--- src/logic/rs_key_pkg.sv ---
package rs_key_pkg;

   //////////////////////////////////////////////////
   // field and job sizes
   //////////////////////////////////////////////////
   localparam int SYM_W      = 8;        // bits per GF(256) symbol
   localparam int NUM_SYN    = 16;       // syndromes in, omega coefficients out
   localparam int NUM_LAMBDA = 8;        // lambda terms after the implied 1
   localparam int NUM_PHI    = 4;        // odd lambda terms only
   localparam int JOB_DEPTH  = 2;        // pending jobs in the buffer

   // x^8 + x^4 + x^3 + x^2 + 1, top bit dropped
   localparam logic [SYM_W-1:0] GF_POLY = 8'h1D;

   //////////////////////////////////////////////////
   // symbol vectors, all in polynomial form
   //////////////////////////////////////////////////
   typedef logic [SYM_W-1:0] gf_sym_t;

   typedef gf_sym_t [NUM_SYN:1]    syn_vec_t;      // index 1 = S1
   typedef gf_sym_t [NUM_LAMBDA:1] lambda_vec_t;   // index 1 = L1
   typedef gf_sym_t [NUM_SYN:1]    omega_vec_t;    // index 1 = O1
   typedef gf_sym_t [NUM_PHI:1]    phi_vec_t;      // 1..4 = P1, P3, P5, P7

   //////////////////////////////////////////////////
   // shift-and-xor multiply, reduced every step
   //////////////////////////////////////////////////
   function automatic gf_sym_t gf_mul(input gf_sym_t a, input gf_sym_t b);
      gf_sym_t acc;
      gf_sym_t sh;
      acc = '0;
      sh  = a;
      for (int i = 0; i < SYM_W; i++)
      begin
         if (b[i])
            acc = acc ^ sh;                               // add a * x^i
         if (sh[SYM_W-1])
            sh = {sh[SYM_W-2:0], 1'b0} ^ GF_POLY;         // fold x^8 back in
         else
            sh = {sh[SYM_W-2:0], 1'b0};
      end
      return acc;
   endfunction

endpackage

--- src/logic/key_capture.sv ---
module key_capture
(
   input  logic                    clk,
   input  logic                    reset,

   // syndrome load, one-cycle pulse
   input  logic                    syn_valid,
   input  rs_key_pkg::syn_vec_t    syn,

   // lambda load, one-cycle pulse
   input  logic                    lambda_valid,
   input  rs_key_pkg::lambda_vec_t lambda,

   input  logic                    in_ready,     // buffer has room

   // job write toward the buffer
   output logic                    wr_en,
   output rs_key_pkg::syn_vec_t    wr_syn,
   output rs_key_pkg::lambda_vec_t wr_lambda
);

   rs_key_pkg::syn_vec_t syn_q;      // held syndrome set
   rs_key_pkg::syn_vec_t syn_sel;    // syndromes paired with this lambda
   logic                 accept;     // lambda taken this edge

   //////////////////////////////////////////////////
   // acceptance
   //////////////////////////////////////////////////
   assign accept = lambda_valid & in_ready;   // pulses while full are dropped

   // fresh syndromes win when both pulses coincide
   assign syn_sel = syn_valid ? syn : syn_q;

   //////////////////////////////////////////////////
   // syndrome hold and job payload
   //////////////////////////////////////////////////
   always_ff @(posedge clk)
   begin
      if (syn_valid)
         syn_q <= syn;                // kept until next syn_valid
      if (accept)
      begin
         wr_syn    <= syn_sel;
         wr_lambda <= lambda;
      end
   end

   //////////////////////////////////////////////////
   // write strobe, one cycle after acceptance
   //////////////////////////////////////////////////
   always_ff @(posedge clk or posedge reset)
   begin
      if (reset)
      begin
         wr_en <= 1'b0;
      end
      else
      begin
         wr_en <= accept;             // single-cycle pulse per job
      end
   end

endmodule

--- src/logic/job_buffer.sv ---
module job_buffer
(
   input  logic                    clk,
   input  logic                    reset,

   // write side from capture
   input  logic                    wr_en,
   input  rs_key_pkg::syn_vec_t    wr_syn,
   input  rs_key_pkg::lambda_vec_t wr_lambda,
   output logic                    in_ready,

   // read side toward the engine
   input  logic                    pop,
   output logic                    not_empty,
   output rs_key_pkg::syn_vec_t    head_syn,
   output rs_key_pkg::lambda_vec_t head_lambda
);

   localparam int PTR_W = $clog2(rs_key_pkg::JOB_DEPTH);
   localparam int CNT_W = $clog2(rs_key_pkg::JOB_DEPTH + 1);

   rs_key_pkg::syn_vec_t    syn_mem    [rs_key_pkg::JOB_DEPTH];  // job storage
   rs_key_pkg::lambda_vec_t lambda_mem [rs_key_pkg::JOB_DEPTH];

   logic [PTR_W-1:0] wr_ptr;
   logic [PTR_W-1:0] rd_ptr;
   logic [CNT_W-1:0] count;          // entries held
   logic             wr_ok;          // write really lands
   logic             pop_ok;         // head really leaves

   //////////////////////////////////////////////////
   // status from the count only
   //////////////////////////////////////////////////
   assign not_empty = (count != '0);
   // a strobe already in flight takes a slot too
   assign in_ready  = ({1'b0, count} + (CNT_W + 1)'(wr_en)) < rs_key_pkg::JOB_DEPTH;

   assign pop_ok = pop & not_empty;
   assign wr_ok  = wr_en & ((count < rs_key_pkg::JOB_DEPTH) | pop_ok);  // full plus pop is ok

   assign head_syn    = syn_mem[rd_ptr];      // oldest job
   assign head_lambda = lambda_mem[rd_ptr];

   // job storage writes
   always_ff @(posedge clk)
   begin
      if (wr_ok)
      begin
         syn_mem[wr_ptr]    <= wr_syn;
         lambda_mem[wr_ptr] <= wr_lambda;
      end
   end

   //////////////////////////////////////////////////
   // pointers and count
   //////////////////////////////////////////////////
   always_ff @(posedge clk or posedge reset)
   begin
      if (reset)
      begin
         wr_ptr <= '0;
         rd_ptr <= '0;
         count  <= '0;
      end
      else
      begin
         if (wr_ok)
            wr_ptr <= (wr_ptr == PTR_W'(rs_key_pkg::JOB_DEPTH - 1)) ? '0 : wr_ptr + 1'b1;
         if (pop_ok)
            rd_ptr <= (rd_ptr == PTR_W'(rs_key_pkg::JOB_DEPTH - 1)) ? '0 : rd_ptr + 1'b1;
         if (wr_ok && !pop_ok)
            count <= count + 1'b1;
         else if (pop_ok && !wr_ok)
            count <= count - 1'b1;    // both at once leaves it alone
      end
   end

endmodule

--- src/logic/omega_engine.sv ---
module omega_engine
(
   input  logic                    clk,
   input  logic                    reset,

   // head of the job buffer
   input  logic                    not_empty,
   input  rs_key_pkg::syn_vec_t    head_syn,
   input  rs_key_pkg::lambda_vec_t head_lambda,
   output logic                    pop,

   // results held until the next job finishes
   output logic                    poly_ready,
   output rs_key_pkg::omega_vec_t  omega,
   output rs_key_pkg::phi_vec_t    phi
);

   localparam int K_W = $clog2(rs_key_pkg::NUM_SYN + 1);     // k runs 2..16
   localparam int J_W = $clog2(rs_key_pkg::NUM_LAMBDA + 1);  // j runs 1..8

   logic                    busy;        // products in progress
   logic [K_W-1:0]          k;           // coefficient being built
   logic [J_W-1:0]          j;           // lambda term index
   logic [K_W-1:0]          s_idx;       // syndrome index k - j
   logic                    j_last;      // last term of this coefficient
   logic                    done;        // last product of the job

   rs_key_pkg::syn_vec_t    syn_w;       // working syndromes
   rs_key_pkg::lambda_vec_t lam_w;       // working lambda
   rs_key_pkg::omega_vec_t  acc;         // omega accumulators
   rs_key_pkg::omega_vec_t  acc_upd;     // acc with this cycle's product
   rs_key_pkg::gf_sym_t     prod;        // L_j * S_(k-j)

   //////////////////////////////////////////////////
   // term sequencing
   //////////////////////////////////////////////////
   assign pop    = ~busy & not_empty;              // take head when idle
   assign s_idx  = k - K_W'(j);
   assign j_last = (j == J_W'(rs_key_pkg::NUM_LAMBDA)) || (K_W'(j) == k - 1'b1);
   assign done   = busy & j_last & (k == K_W'(rs_key_pkg::NUM_SYN));

   //////////////////////////////////////////////////
   // one product per cycle
   //////////////////////////////////////////////////
   assign prod = rs_key_pkg::gf_mul(lam_w[j], syn_w[s_idx]);

   always_comb
   begin
      acc_upd    = acc;
      acc_upd[k] = acc[k] ^ prod;                  // xor is the field add
   end

   // job payload
   always_ff @(posedge clk)
   begin
      if (pop)
      begin
         acc   <= head_syn;                        // O_k starts at S_k
         syn_w <= head_syn;
         lam_w <= head_lambda;
      end
      else if (busy)
      begin
         acc <= acc_upd;
      end
   end

   //////////////////////////////////////////////////
   // control and result registers
   //////////////////////////////////////////////////
   always_ff @(posedge clk or posedge reset)
   begin
      if (reset)
      begin
         busy       <= 1'b0;
         k          <= K_W'(2);
         j          <= J_W'(1);
         poly_ready <= 1'b0;
         omega      <= '0;
         phi        <= '0;
      end
      else
      begin
         poly_ready <= 1'b0;                       // single-cycle flag
         if (pop)
         begin
            busy <= 1'b1;
            k    <= K_W'(2);                       // O1 needs no products
            j    <= J_W'(1);
         end
         else if (busy)
         begin
            if (j_last)
            begin
               k <= k + 1'b1;                      // next coefficient
               j <= J_W'(1);
            end
            else
            begin
               j <= j + 1'b1;
            end
            if (done)
            begin
               busy       <= 1'b0;
               poly_ready <= 1'b1;
               omega      <= acc_upd;              // includes the final product
               for (int i = 1; i <= rs_key_pkg::NUM_PHI; i++)
               begin
                  phi[i] <= lam_w[2*i-1];          // odd terms survive d/dx
               end
            end
         end
      end
   end

endmodule

--- src/logic/omega_phi.sv ---
module omega_phi
(
   input  logic                    clk,
   input  logic                    reset,

   // job inputs
   input  logic                    syn_valid,
   input  rs_key_pkg::syn_vec_t    syn,
   input  logic                    lambda_valid,
   input  rs_key_pkg::lambda_vec_t lambda,
   output logic                    in_ready,

   // results
   output logic                    poly_ready,
   output rs_key_pkg::omega_vec_t  omega,
   output rs_key_pkg::phi_vec_t    phi
);

   logic                    wr_en;        // capture to buffer
   rs_key_pkg::syn_vec_t    wr_syn;
   rs_key_pkg::lambda_vec_t wr_lambda;

   logic                    not_empty;    // buffer to engine
   logic                    pop;
   rs_key_pkg::syn_vec_t    head_syn;
   rs_key_pkg::lambda_vec_t head_lambda;

   //////////////////////////////////////////////////
   // producer, buffer, consumer
   //////////////////////////////////////////////////
   key_capture key_capture_i
   (
      .clk          (clk),
      .reset        (reset),
      .syn_valid    (syn_valid),
      .syn          (syn),
      .lambda_valid (lambda_valid),
      .lambda       (lambda),
      .in_ready     (in_ready),
      .wr_en        (wr_en),
      .wr_syn       (wr_syn),
      .wr_lambda    (wr_lambda)
   );

   job_buffer job_buffer_i
   (
      .clk          (clk),
      .reset        (reset),
      .wr_en        (wr_en),
      .wr_syn       (wr_syn),
      .wr_lambda    (wr_lambda),
      .in_ready     (in_ready),
      .pop          (pop),
      .not_empty    (not_empty),
      .head_syn     (head_syn),
      .head_lambda  (head_lambda)
   );

   omega_engine omega_engine_i
   (
      .clk          (clk),
      .reset        (reset),
      .not_empty    (not_empty),
      .head_syn     (head_syn),
      .head_lambda  (head_lambda),
      .pop          (pop),
      .poly_ready   (poly_ready),
      .omega        (omega),
      .phi          (phi)
   );

endmodule

--- config.mk ---
export PLATFORM = sky130hd
export DESIGN_NAME = omega_phi
export DESIGN_NICKNAME = d
export VERILOG_FILES = /design/src/logic/rs_key_pkg.sv /design/src/logic/key_capture.sv /design/src/logic/job_buffer.sv /design/src/logic/omega_engine.sv /design/src/logic/omega_phi.sv
export SDC_FILE = /design/constraint.sdc
export NUM_CORES = 1
export LEC_CHECK = 0
export ABC_CLOCK_PERIOD_IN_PS = 14500
export BUFFER_PORTS_ARGS = -buffer_cell sky130_fd_sc_hd__buf_2
export CAP_MARGIN = 20
export CORE_ASPECT_RATIO = 0.7
export CORE_MARGIN = 2
export CORE_UTILIZATION = 57
export CTS_CLUSTER_SIZE = 30
export DETAILED_ROUTE_END_ITERATION = 7
export GPL_ROUTABILITY_DRIVEN = 0
export PLACE_DENSITY = 0.77
export SLEW_MARGIN = 20
export SYNTH_ARGS = -nofsm -noshare
export SYNTH_HDL_FRONTEND = slang
export SYNTH_SLANG_ARGS = --single-unit
--- constraint.sdc ---
create_clock -name clk -period 14.5 [get_ports clk]
set_input_delay 3.625 -clock clk [delete_from_list [all_inputs] [get_ports clk]]
set_output_delay 3.625 -clock clk [all_outputs]
set_load 0.05 [all_outputs]
=== Yosys cells after proc, flatten, opt, wreduce, memory -nomap -nowiden ===
Memories as Yosys holds them, arrays and structs flattened. A register that Yosys moved wholly into a read port is not among the register bits.
Cells that the tools add are included.

* Memories kept: 2
* Logic and storage cells: 201
* Input bits: 196
* RAM bits: 384
* Output and inout port bits: 162
* Register bits after elaboration: 752

* Bitwise logic cells: 24
* Muxes and demuxes: 45
* Add/subtract/negate cells: 9
* Reductions and logical operators: 12
* Equality and inequality tests: 3
* Magnitude comparators: 6

{| class="wikitable"
|+ Memory list
! memory !! depth !! bits a word !! read ports !! clocked after Yosys merged registers in !! write ports !! RTL line !! source
|-
| job_buffer_i.syn_mem || 2 || 128 || 1 || 0 || 1 || job_buffer.sv:22 || <nowiki>rs_key_pkg::syn_vec_t syn_mem [rs_key_pkg::JOB_DEPTH];</nowiki>
|-
| job_buffer_i.lambda_mem || 2 || 64 || 1 || 1 || 1 || job_buffer.sv:23 || <nowiki>rs_key_pkg::lambda_vec_t lambda_mem [rs_key_pkg::JOB_DEPTH];</nowiki>
|}

{| class="wikitable"
|+ Operators by type and width
! cell !! count
|-
| 128-bit 2-to-1 mux || 3
|-
| 128-bit bitwise mux || 1
|-
| 8-bit 2-to-1 mux || 12
|-
| 8-bit binary-select mux with 5-bit select || 2
|-
| 8-bit XOR || 8
|-
| 5-bit 2-to-1 mux || 10
|-
| 8-bit demux with 5-bit select || 1
|-
| 8-bit binary-select mux with 4-bit select || 1
|-
| 32-bit by 2-bit less-than comparator with 1-bit output, second input constant || 1
|-
| 4-bit NOT || 7
|-
| 5-bit by 6-bit less-than comparator with 1-bit output, second input constant || 2
|-
| 4-bit 2-to-1 mux || 3
|-
| 1-bit 2-to-1 mux || 10
|-
| 2-bit nonzero test || 4
|-
| 1-bit bitwise AND || 6
|-
| 5-bit by 1-bit adder with 5-bit output, second input constant || 1
|-
| 4-bit by 5-bit equality test with 1-bit output || 1
|-
| 5-bit equality test, second input constant || 1
|-
| 5-bit by 1-bit >= comparator with 1-bit output, second input constant || 1
|-
| 4-bit by 5-bit less-than comparator with 1-bit output, second input constant || 1
|-
| 5-bit by 1-bit subtractor with 5-bit output, second input constant || 1
|-
| 5-bit by 4-bit subtractor with 5-bit output || 1
|-
| 4-bit by 1-bit adder with 4-bit output, second input constant || 1
|-
| 4-bit equality test, second input constant || 1
|-
| 13 further kinds || 19
|}

=== Longest topological paths before layout ===
Gate-level depths: netlist of the first run.

* Depth in word-level cells: 22
* Mapped depth: 20
* Depth with buffers taken out: 14

=== Hierarchy ===
Synthesis of the first run repeated with hierarchy kept, for this count alone.

* Cell total of the unflattened synthesis: 3066
* Area total of the unflattened synthesis: 47514.3 um^2

{| class="wikitable"
|+ By module, submodules not included
! module !! area each (um^2) !! times used !! cells each !! sequential area each (um^2)
|-
| omega_engine || 23420.0 || 1 || 1983 || 13890.8
|-
| job_buffer || 14112.3 || 1 || 618 || 11631.2
|-
| key_capture || 9982.1 || 1 || 465 || 8353.0
|}

=== Worst setup path before layout of the first run ===
Ideal clock, no wire load.

* Kind: reg2reg
* Start point: register job_buffer_i.count[1]
* End point: memory job_buffer_i.lambda_mem[0][0] (netlist bit), enable pin
* Setup slack: 4.498 ns
* Data arrival time: 9.232 ns
* Buffers on the path: 0
* Period minus slack after synthesis: 10.002 ns
* Required time: 13.730 ns
* Setup time: 0.770 ns
* Cell stages (with the launch flop): 3
* Cell sequence: dfrtp_1 -> a21boi_0 -> nor2b_1

* Word-level cells in the longest chain between the ends: 7
* Elaborated cells on any way between the ends: 8
* Those cells by class: order compare: 1; mux: 2; bitwise: 4; reduce/logical: 1

{| class="wikitable"
|+ Ends and longest elaborated chain
! item !! RTL line !! source
|-
| start, declared || job_buffer.sv:27 || <nowiki>logic [CNT_W-1:0] count;</nowiki>
|-
| start signal, assigned || job_buffer.sv:72 || <nowiki>count <= count + 1'b1;</nowiki>
|-
| start signal, assigned || job_buffer.sv:74 || <nowiki>count <= count - 1'b1;</nowiki>
|-
| 2-bit nonzero test || job_buffer.sv:34 || <nowiki>assign not_empty = (count != '0);</nowiki>
|-
| 1-bit bitwise AND || omega_engine.sv:37 || <nowiki>assign pop = ~busy & not_empty;</nowiki>
|-
| 1-bit bitwise AND || job_buffer.sv:38 || <nowiki>assign pop_ok = pop & not_empty;</nowiki>
|-
| 1-bit OR * || job_buffer.sv:39 || <nowiki>assign wr_ok = wr_en & ((count < rs_key_pkg::JOB_DEPTH) | pop_ok);</nowiki>
|-
| 1-bit bitwise AND * || job_buffer.sv:39 ||
|-
| via job_buffer_i.wr_ok || job_buffer.sv:28 || <nowiki>logic wr_ok;</nowiki>
|-
| 1-bit 2-to-1 mux * || job_buffer.sv:47 || <nowiki>if (wr_ok)</nowiki>
|-
| 1-bit 2-to-1 mux (implied by the code) * || job_buffer.sv:50 || <nowiki>lambda_mem[wr_ptr] <= wr_lambda;</nowiki>
|-
| end, declared || job_buffer.sv:23 ||
|}

Mark *: on every way through the listed nets, which the timed path passes. The rest lies on a longest branch.

=== Final worst setup path of the first run ===
* Start point: register omega_engine_i.j[0]
* End point: register omega_engine_i.acc[24] (netlist bit), data pin

* Word-level cells in the longest chain between the ends: 22
* Elaborated cells on any way between the ends: 34
* Those cells by class: add/sub: 1; mux: 22; bitwise: 11

{| class="wikitable"
|+ Ends and longest elaborated chain
! item !! RTL line !! source
|-
| start, declared || omega_engine.sv:23 || <nowiki>logic [J_W-1:0] j;</nowiki>
|-
| start signal, assigned || omega_engine.sv:100 || <nowiki>j <= j + 1'b1;</nowiki>
|-
| 5-bit by 4-bit subtractor with 5-bit output || omega_engine.sv:38 || <nowiki>assign s_idx = k - K_W'(j);</nowiki>
|-
| 8-bit binary-select mux with 5-bit select || omega_engine.sv:45 || <nowiki>assign prod = rs_key_pkg::gf_mul(lam_w[j], syn_w[s_idx]);</nowiki>
|-
| 8-bit 2-to-1 mux (implied by the code) || omega_engine.sv:45 ||
|-
| 8-bit 2-to-1 mux || rs_key_pkg.sv:35 || <nowiki>if (b[i])</nowiki>
|-
| 8-bit XOR || rs_key_pkg.sv:36 || <nowiki>acc = acc ^ sh;</nowiki>
|-
| 8-bit 2-to-1 mux || rs_key_pkg.sv:35 ||
|-
| 8-bit XOR || rs_key_pkg.sv:36 ||
|-
| 8-bit 2-to-1 mux || rs_key_pkg.sv:35 ||
|-
| [6 not listed] || - ||
|-
| 8-bit XOR || rs_key_pkg.sv:36 ||
|-
| 8-bit 2-to-1 mux || rs_key_pkg.sv:35 ||
|-
| 8-bit XOR || rs_key_pkg.sv:36 ||
|-
| 8-bit 2-to-1 mux * || rs_key_pkg.sv:35 ||
|-
| 8-bit XOR * || omega_engine.sv:50 || <nowiki>acc_upd[k] = acc[k] ^ prod;</nowiki>
|-
| 128-bit bitwise mux * || omega_engine.sv:50 ||
|-
| 128-bit 2-to-1 mux * || omega_engine.sv:62 || <nowiki>else if (busy)</nowiki>
|-
| 128-bit 2-to-1 mux * || omega_engine.sv:56 || <nowiki>if (pop)</nowiki>
|-
| end signal, assigned || omega_engine.sv:58 || <nowiki>acc <= head_syn;</nowiki>
|-
| end signal, assigned || omega_engine.sv:64 || <nowiki>acc <= acc_upd;</nowiki>
|-
| end, declared || omega_engine.sv:30 || <nowiki>rs_key_pkg::omega_vec_t acc;</nowiki>
|}

Mark *: on every way between the ends. The rest lies on a longest branch, timed or not. The select of a mux whose other input is x is not followed.
A chain may end at the register's enable or synchronous reset.

==> results.sh, run 1 <==
export IMPL_wl_per_cell_um=24.5
export IMPL_slew_headroom=0.222
export IMPL_row_count=87
export IMPL_grt_overflow_total=0
export IMPL_layout_drive_gt1_share=0.283
export IMPL_setup_viol=0
export IMPL_port_buffers=357
export IMPL_crit_chain="buf_4 > ha_2 > fa_1 > buf_4 > nor2b_1 > a221oi_1 > o2bb2a_1 > a211o_1 > nand2_1 > nand2_1 > xor2_1 > xor2_1 > xnor3_1 > nand2_1 > a31oi_1"
export IMPL_crit_slowest_cell="fa_1"
export IMPL_fmax_ghz=0.160
export IMPL_avgSynthCellArea_um2=15.1
export IMPL_crit_path_end_kind="flop"
export IMPL_synthArstFlopShare=0.147
export IMPL_drtIter0Drc=3701
export IMPL_nNetsFinal=3644
export IMPL_post_cts_setup_buffers=0
export IMPL_ant_nets=0
export IMPL_cts_sinks=1200
export IMPL_synthMuxAreaShare=0.115
export IMPL_multi_input_area_mm2=0.0122
export IMPL_seq_area_mm2=0.0339
export IMPL_area_growth_pct=13.1
export IMPL_hold_viol=0
export IMPL_max_stage_delay_ns=1.12
export IMPL_final_util=0.655
export IMPL_fillers=5600
export IMPL_dpl_cell_area_mm2=0.0496
export IMPL_holdBufCountCts=0
export IMPL_grt_usage=0.265
export IMPL_cpLargestDelayFamily="XOR/XNOR gates"
export IMPL_coreArea_mm2=0.0810
export IMPL_rsz0062_at_grt="no"
export IMPL_synthSimpleGateAreaFrac=0.0682
export IMPL_cts_tree="done"
export IMPL_die_y_um=244
export IMPL_tightestPinTransition_ns=1.17
export IMPL_grt_pass1_wl_mm=167
export IMPL_cp_arrival_ns=6.79
export IMPL_min_path_type="reg2reg"
export IMPL_cap_viol_max_count=0
export IMPL_grt_max_degree=147
export IMPL_hold_worst_slack_ns=0.435
export IMPL_start_util=0.579
export IMPL_yosysSeqAreaShare=0.722
export IMPL_setup_tns_ns=0
export IMPL_finalMaxSlewViolations=0
export IMPL_synth_fp_nets=3322
export IMPL_synth_top_family_by_area="multiplexers"
export IMPL_period_needed_ns=6.26
export IMPL_dieArea_mm2=0.0846
export IMPL_die_x_um=347
export IMPL_clock_latency_ns=0.70
export IMPL_synthXorXnorAreaFrac=0.0213
export IMPL_final_setup_skew_ns=0.0385
export IMPL_path_clk_slew_ns=0.07
export IMPL_clock_path_buffers=3
export IMPL_synthCells=3113
export IMPL_synthesis_area_mm2=0.0469
export IMPL_grt_pass1_vias=26500
export IMPL_cp_common_cell="nand2_1"
export IMPL_pin_count=358
export IMPL_root_buffer="clkbuf_16"
export IMPL_ys_warn_count=0
export IMPL_viasPerCell=5.95
export IMPL_cts_inserted_buffers=104
export IMPL_cp_buffers_inverters=2
export IMPL_ys_flop_type="edfxtp_1"
export IMPL_period_share=0.432
export IMPL_crit_type="reg2reg"
export IMPL_synth_edf_count=896
export IMPL_routed_wl_mm=113
export IMPL_ctsResizeCount=0
export IMPL_synth_distinct_cells=76
export IMPL_cp_required_ns=15.04
export IMPL_vias=27400
export IMPL_start_kind="flop"
export IMPL_path_max_fanout=23
export IMPL_synth_adder_area_share=0.00363
export IMPL_status="finished, final reports clean"
export IMPL_dp_final_hpwl_mm=74.5
export IMPL_antenna_found_initial=7
export IMPL_first_pass_iters=6
export IMPL_h_tree_depth=3
export IMPL_drc=0
export IMPL_synth_compound_area_frac=0.0524
export IMPL_synth_seq_cells=1200
export IMPL_design_area_mm2=0.0531
[area by class of cell]
| type | instances | share of cell area |
|---|---|---|
| Tap cell | 1068 | 0.0252 |
| Antenna cell | 5 | 0.000236 |
| Clock buffer | 140 | 0.0560 |
| Clock inverter | 58 | 0.00929 |
| Timing Repair Buffer | 391 | 0.0389 |
| Sequential cell | 1200 | 0.639 |
| Multi-Input combinational cell | 1723 | 0.230 |
| Inverter | 15 | 0.00139 |
[final timing paths]
path / from / end / slack, ns / cells after the start
worst max-delay path: omega_engine_i.j[0] / omega_engine_i.acc[24] / 8.24 / 15
worst min-delay path: key_capture_i.wr_lambda[31] / job_buffer_i.lambda_mem[0][31] / 0.43 / 0
worst max register to register: omega_engine_i.j[0] / omega_engine_i.acc[24] / 8.24 / 15
worst min register to register: key_capture_i.wr_lambda[31] / job_buffer_i.lambda_mem[0][31] / 0.43 / 0
max in group asynchronous: reset / omega_engine_i.omega[91] / 9.49 / 4
min in group asynchronous: reset / omega_engine_i.phi[9] / 2.96 / 2
[layer usage]
metal | wire length, um | track usage | up-vias
li1 | - | - | 12100
met5 | 26 | 0 | -
met1 | 45600 | 0.376 | 13600
met3 | 12200 | 0.0753 | 202
met2 | 51700 | 0.403 | 1467
met4 | 3230 | 0.0781 | 4
[synthesized netlist by cell type (all sizes together) (30+ instances only)]
| cell type | count | area (um2) |
|---|---|---|
| o21ai | 209 | 1070 |
| a21boi | 31 | 233 |
| xor2 | 30 | 297 |
| nand2 | 569 | 2140 |
| mux2 | 350 | 3950 |
| nor2 | 135 | 507 |
| dfrtp | 174 | 4350 |
| mux4 | 53 | 1200 |
| edfxtp | 896 | 26900 |
| xnor2 | 51 | 495 |
| dfxtp | 128 | 2560 |
| clkbuf | 130 | 490 |
| buf | 45 | 277 |
| a31oi | 77 | 482 |
[metrics by stage]
| stage | std cells | worst slack [ns] |
|---|---|---|
| 6_report | 4600 | 8.24 |
| 2_1_floorplan | 3113 | 4.50 |
| 3_5_place_dp | 4396 | 8.53 |
| 4_1_cts | 4594 | 8.42 |
| 3_3_place_gp | 4396 | 8.59 |
| 5_1_grt | 4600 | 8.19 |
[state kept, by name, indices dropped and copies added (netlist names), 32 cells and up]
signal and cells:
job_buffer_i.lambda_mem 128, job_buffer_i.syn_mem 256, key_capture_i.syn_q 128, key_capture_i.wr_lambda 64
key_capture_i.wr_syn 128, omega_engine_i.acc 128, omega_engine_i.lam_w 64, omega_engine_i.omega 128
omega_engine_i.phi 32, omega_engine_i.syn_w 128
[cell families (layout without fill, tap and decap cells)]
group / after synthesis / in the layout
muxes: 425 / 425
AOI/OAI and AO/OA: 404 / 404
xor gates and xnor gates: 90 / 90
DFF: 1200 / 1200
other: 0 / 5
buffers and inverters: 190 / 604
adders and majority gates: 13 / 13
and+or+nand+nor: 791 / 791
[worst reg2reg max path: stages (launching register included)]
cell and delay (ns):
dfstp_2 0.37, buf_4 0.24, ha_2 0.26, fa_1 1.12, buf_4 0.46, nor2b_1 0.49
a221oi_1 0.20, o2bb2a_1 0.37, a211o_1 0.31, nand2_1 0.30, nand2_1 0.12, xor2_1 0.19
xor2_1 0.14, xnor3_1 1.09, nand2_1 0.19, a31oi_1 0.25
[placed cells by master, fill, tap and decap left out, drive strengths merged, types with 4 or more instances in the layout]
cell      Yosys  routed
mux2i        22      22
dfrtp       174     174
o211ai        4       4
clkinvlp      0       7
xnor2        51      51
a22oi         6       6
nor2b         8       8
clkinv        3      45
xor2         30      30
buf          45     390
edfxtp      896     896
a21oi        28      28
mux4         53      53
o21ai       209     209
a221oi       16      16
dfxtp       128     128
nor2        135     135
nand2       569     569
nor3          4       4
a31oi        77      77
clkbuf      130     141
diode         0       5
nand3        17      17
mux2        350     350
o31ai         5       5
a2111oi       4       4
nor4          4       4
bufinv        0       5
and2         22      22
inv          12      16
ha           12      12
xnor3         9       9
o22ai         4       4
and3          8       8
a21boi       31      31
nand4        10      10
Power of run 1 is left out: the tool's default activity adds up to more than one toggle a clock period on the data nets, which glitch-free logic cannot reach.
==> run 2: changes to the inputs <==
--- a/config.mk
+++ b/config.mk
@@ -5,12 +5,13 @@
 export SDC_FILE = /design/constraint.sdc
 export NUM_CORES = 1
 export LEC_CHECK = 0
-export ABC_CLOCK_PERIOD_IN_PS = 14500
+export ABC_AREA = 1
+export ABC_CLOCK_PERIOD_IN_PS = 5000
 export BUFFER_PORTS_ARGS = -buffer_cell sky130_fd_sc_hd__buf_2
 export CAP_MARGIN = 20
 export CORE_ASPECT_RATIO = 0.7
 export CORE_MARGIN = 2
-export CORE_UTILIZATION = 57
+export CORE_UTILIZATION = 54
 export CTS_CLUSTER_SIZE = 30
 export DETAILED_ROUTE_END_ITERATION = 7
 export GPL_ROUTABILITY_DRIVEN = 0
==> constraint.sdc (replaced) <==
create_clock -name clk -period 5 [get_ports clk]
set_input_delay 1.25 -clock clk [delete_from_list [all_inputs] [get_ports clk]]
set_output_delay 1.25 -clock clk [all_outputs]
set_load 0.05 [all_outputs]
==> results.sh, run 2 <==
export IMPL_root_buffer="clkbuf_16"
export IMPL_cp_buffers_inverters=4
export IMPL_synth_common_cells="nand2_1 (1602), edfxtp_1 (896), nand3_1 (400)"
export IMPL_grt_overflow_total=0
export IMPL_design_area_mm2=0.0557
export IMPL_layout_common_cells="nand2_1 (1602), edfxtp_1 (896), nand3_1 (400), buf_2 (356), dfrtp_1 (172)"
export IMPL_max_stage_delay_ns=0.56
export IMPL_vias=33800
export IMPL_synth_area_leaders="edfxtp_1 (55%), nand2_1 (12%), dfrtp_1 (8.9%)"
export IMPL_wl_per_cell_um=22.1
export IMPL_dpl_cell_area_mm2=0.0521
export IMPL_dp_final_hpwl_mm=88.3
export IMPL_cts_inserted_buffers=109
export IMPL_cts_tree="done"
export IMPL_start_util=0.544
export IMPL_final_common_cell="nand2_1"
export IMPL_cp_required_ns=5.58
export IMPL_viasPerCell=5.64
export IMPL_ctsResizeCount=0
export IMPL_ant_nets=0
export IMPL_nNetsFinal=4883
export IMPL_synth_distinct_cells=60
export IMPL_cts_sinks=1200
export IMPL_clock_path_buffers=3
export IMPL_die_x_um=364
export IMPL_synth_seq_cells=1200
export IMPL_synthesis_area_mm2=0.0489
export IMPL_ys_warn_count=0
export IMPL_synthCells=4329
export IMPL_die_y_um=256
export IMPL_setup_tns_ns=0
export IMPL_rsz0062_at_grt="no"
export IMPL_min_path_type="reg2reg"
export IMPL_ys_flop_type="edfxtp_1"
export IMPL_avgSynthCellArea_um2=11.3
export IMPL_hold_viol=0
export IMPL_dieArea_mm2=0.0931
export IMPL_yosysSeqAreaShare=0.692
export IMPL_path_max_fanout=17
export IMPL_clock_latency_ns=0.71
export IMPL_fmax_ghz=0.218
export IMPL_crit_type="reg2reg"
export IMPL_largest_reg_flops=256
export IMPL_regMostFlops="job_buffer_i.syn_mem"
export IMPL_drtIter0Drc=5178
export IMPL_antenna_found_initial=3
export IMPL_grt_pass1_wl_mm=197
export IMPL_post_cts_setup_buffers=0
export IMPL_synth_edf_count=896
export IMPL_synth_area_leader_cell="edfxtp_1"
export IMPL_pin_count=358
export IMPL_final_setup_skew_ns=0.0461
export IMPL_layout_drive_gt1_share=0.197
export IMPL_grt_pass1_vias=32000
export IMPL_coreArea_mm2=0.0899
export IMPL_tightestPinTransition_ns=1.26
export IMPL_grt_usage=0.282
export IMPL_crit_chain="inv_1 > ha_2 > fa_1 > inv_1 > nor2_1 > a21oi_1 > o21ai_1 > nand3_1 > nand3_1 > nand2_1 > inv_1 > nand3_1 > xor2_1 > inv_1 > nand2_1 > nand2_1 > nand2_1 > nand2_1 > nand2_4 > nand3_1 > nand3_1 > nand2_1"
export IMPL_grt_max_degree=181
export IMPL_setup_viol=0
export IMPL_port_buffers=357
export IMPL_period_needed_ns=4.58
export IMPL_cp_arrival_ns=5.16
export IMPL_drc=0
export IMPL_crit_slowest_cell="fa_1"
export IMPL_cpLargestDelayFamily="simple AND/OR/NAND/NOR gates"
export IMPL_status="finished, final reports clean"
export IMPL_slew_headroom=0.158
export IMPL_path_clk_slew_ns=0.06
export IMPL_holdBufCountCts=0
export IMPL_synth_fp_nets=4538
export IMPL_finalMaxSlewViolations=0
export IMPL_first_pass_iters=7
export IMPL_cp_common_cell="nand2_1"
export IMPL_crit_path_end_kind="flop"
export IMPL_synth_top_area_frac=0.550
export IMPL_row_count=92
export IMPL_routed_wl_mm=133
export IMPL_h_tree_depth=3
export IMPL_synth_most_common_cell="nand2_1"
export IMPL_synthArstFlopShare=0.147
export IMPL_start_kind="flop"
export IMPL_area_growth_pct=13.9
export IMPL_period_share=0.917
export IMPL_cap_viol_max_count=0
## run 2: final timing paths
check / slack (ns) / start / cells after the start / end
worst max-delay path: 0.42 / omega_engine_i.k[0] / 22 / omega_engine_i.omega[11]
worst min-delay path: 0.44 / key_capture_i.wr_lambda[24] / 0 / job_buffer_i.lambda_mem[0][24]
worst max register to register: 0.42 / omega_engine_i.k[0] / 22 / omega_engine_i.omega[11]
worst min register to register: 0.44 / key_capture_i.wr_lambda[24] / 0 / job_buffer_i.lambda_mem[0][24]
max in group asynchronous: 3.30 / reset / 3 / job_buffer_i.rd_ptr
min in group asynchronous: 0.71 / reset / 2 / omega_engine_i.omega[16]
## run 2: cell type report
class	count	area, um2
Clock inverter	53	400
Timing Repair Buffer	429	2610
Antenna cell	2	5.00
Fill cell	6822	34200
Tap cell	1222	1530
Inverter	164	638
Clock buffer	154	3170
Sequential cell	1200	33900
Multi-Input combinational cell	2770	13500
## run 2: per-layer routing
metal / track usage / wire, um / up-vias
met1: 0.397 / 51400 / 16200
met4: 0.0831 / 3880 / 2
met5: 0 / 84 / -
met2: 0.417 / 58700 / 2051
li1: - / - / 15300
met3: 0.0959 / 18500 / 277
## run 2: metrics by stage
stage / instances / hold WS (ns) / util / setup slack, ns
finish: 5994 / 0.443 / 0.620 / 0.415
global route: 5994 / 0.448 / 0.620 / 0.132
CTS: 5991 / 0.444 / 0.620 / 0.540
detailed placement: 5784 / 0.429 / 0.580 / 0.564
global placement: 5784 / 0.423 / 0.580 / 0.744
floorplan: 4329 / 0.421 / - / 0.663
## run 2: cell families (layout without fill, tap and decap cells)
group           Yosys count  after routing  synth area share
flops                  1200           1200             0.692
xor+xnor                 43             43           0.00900
buf+inv                 359            800            0.0322
fa+ha+maj                13             13           0.00348
compound gates          229            229            0.0282
simple gates           2357           2357             0.205
other cells               0              2                 0
mux                     128            128            0.0295
Power of run 2 is left out for the same reason.
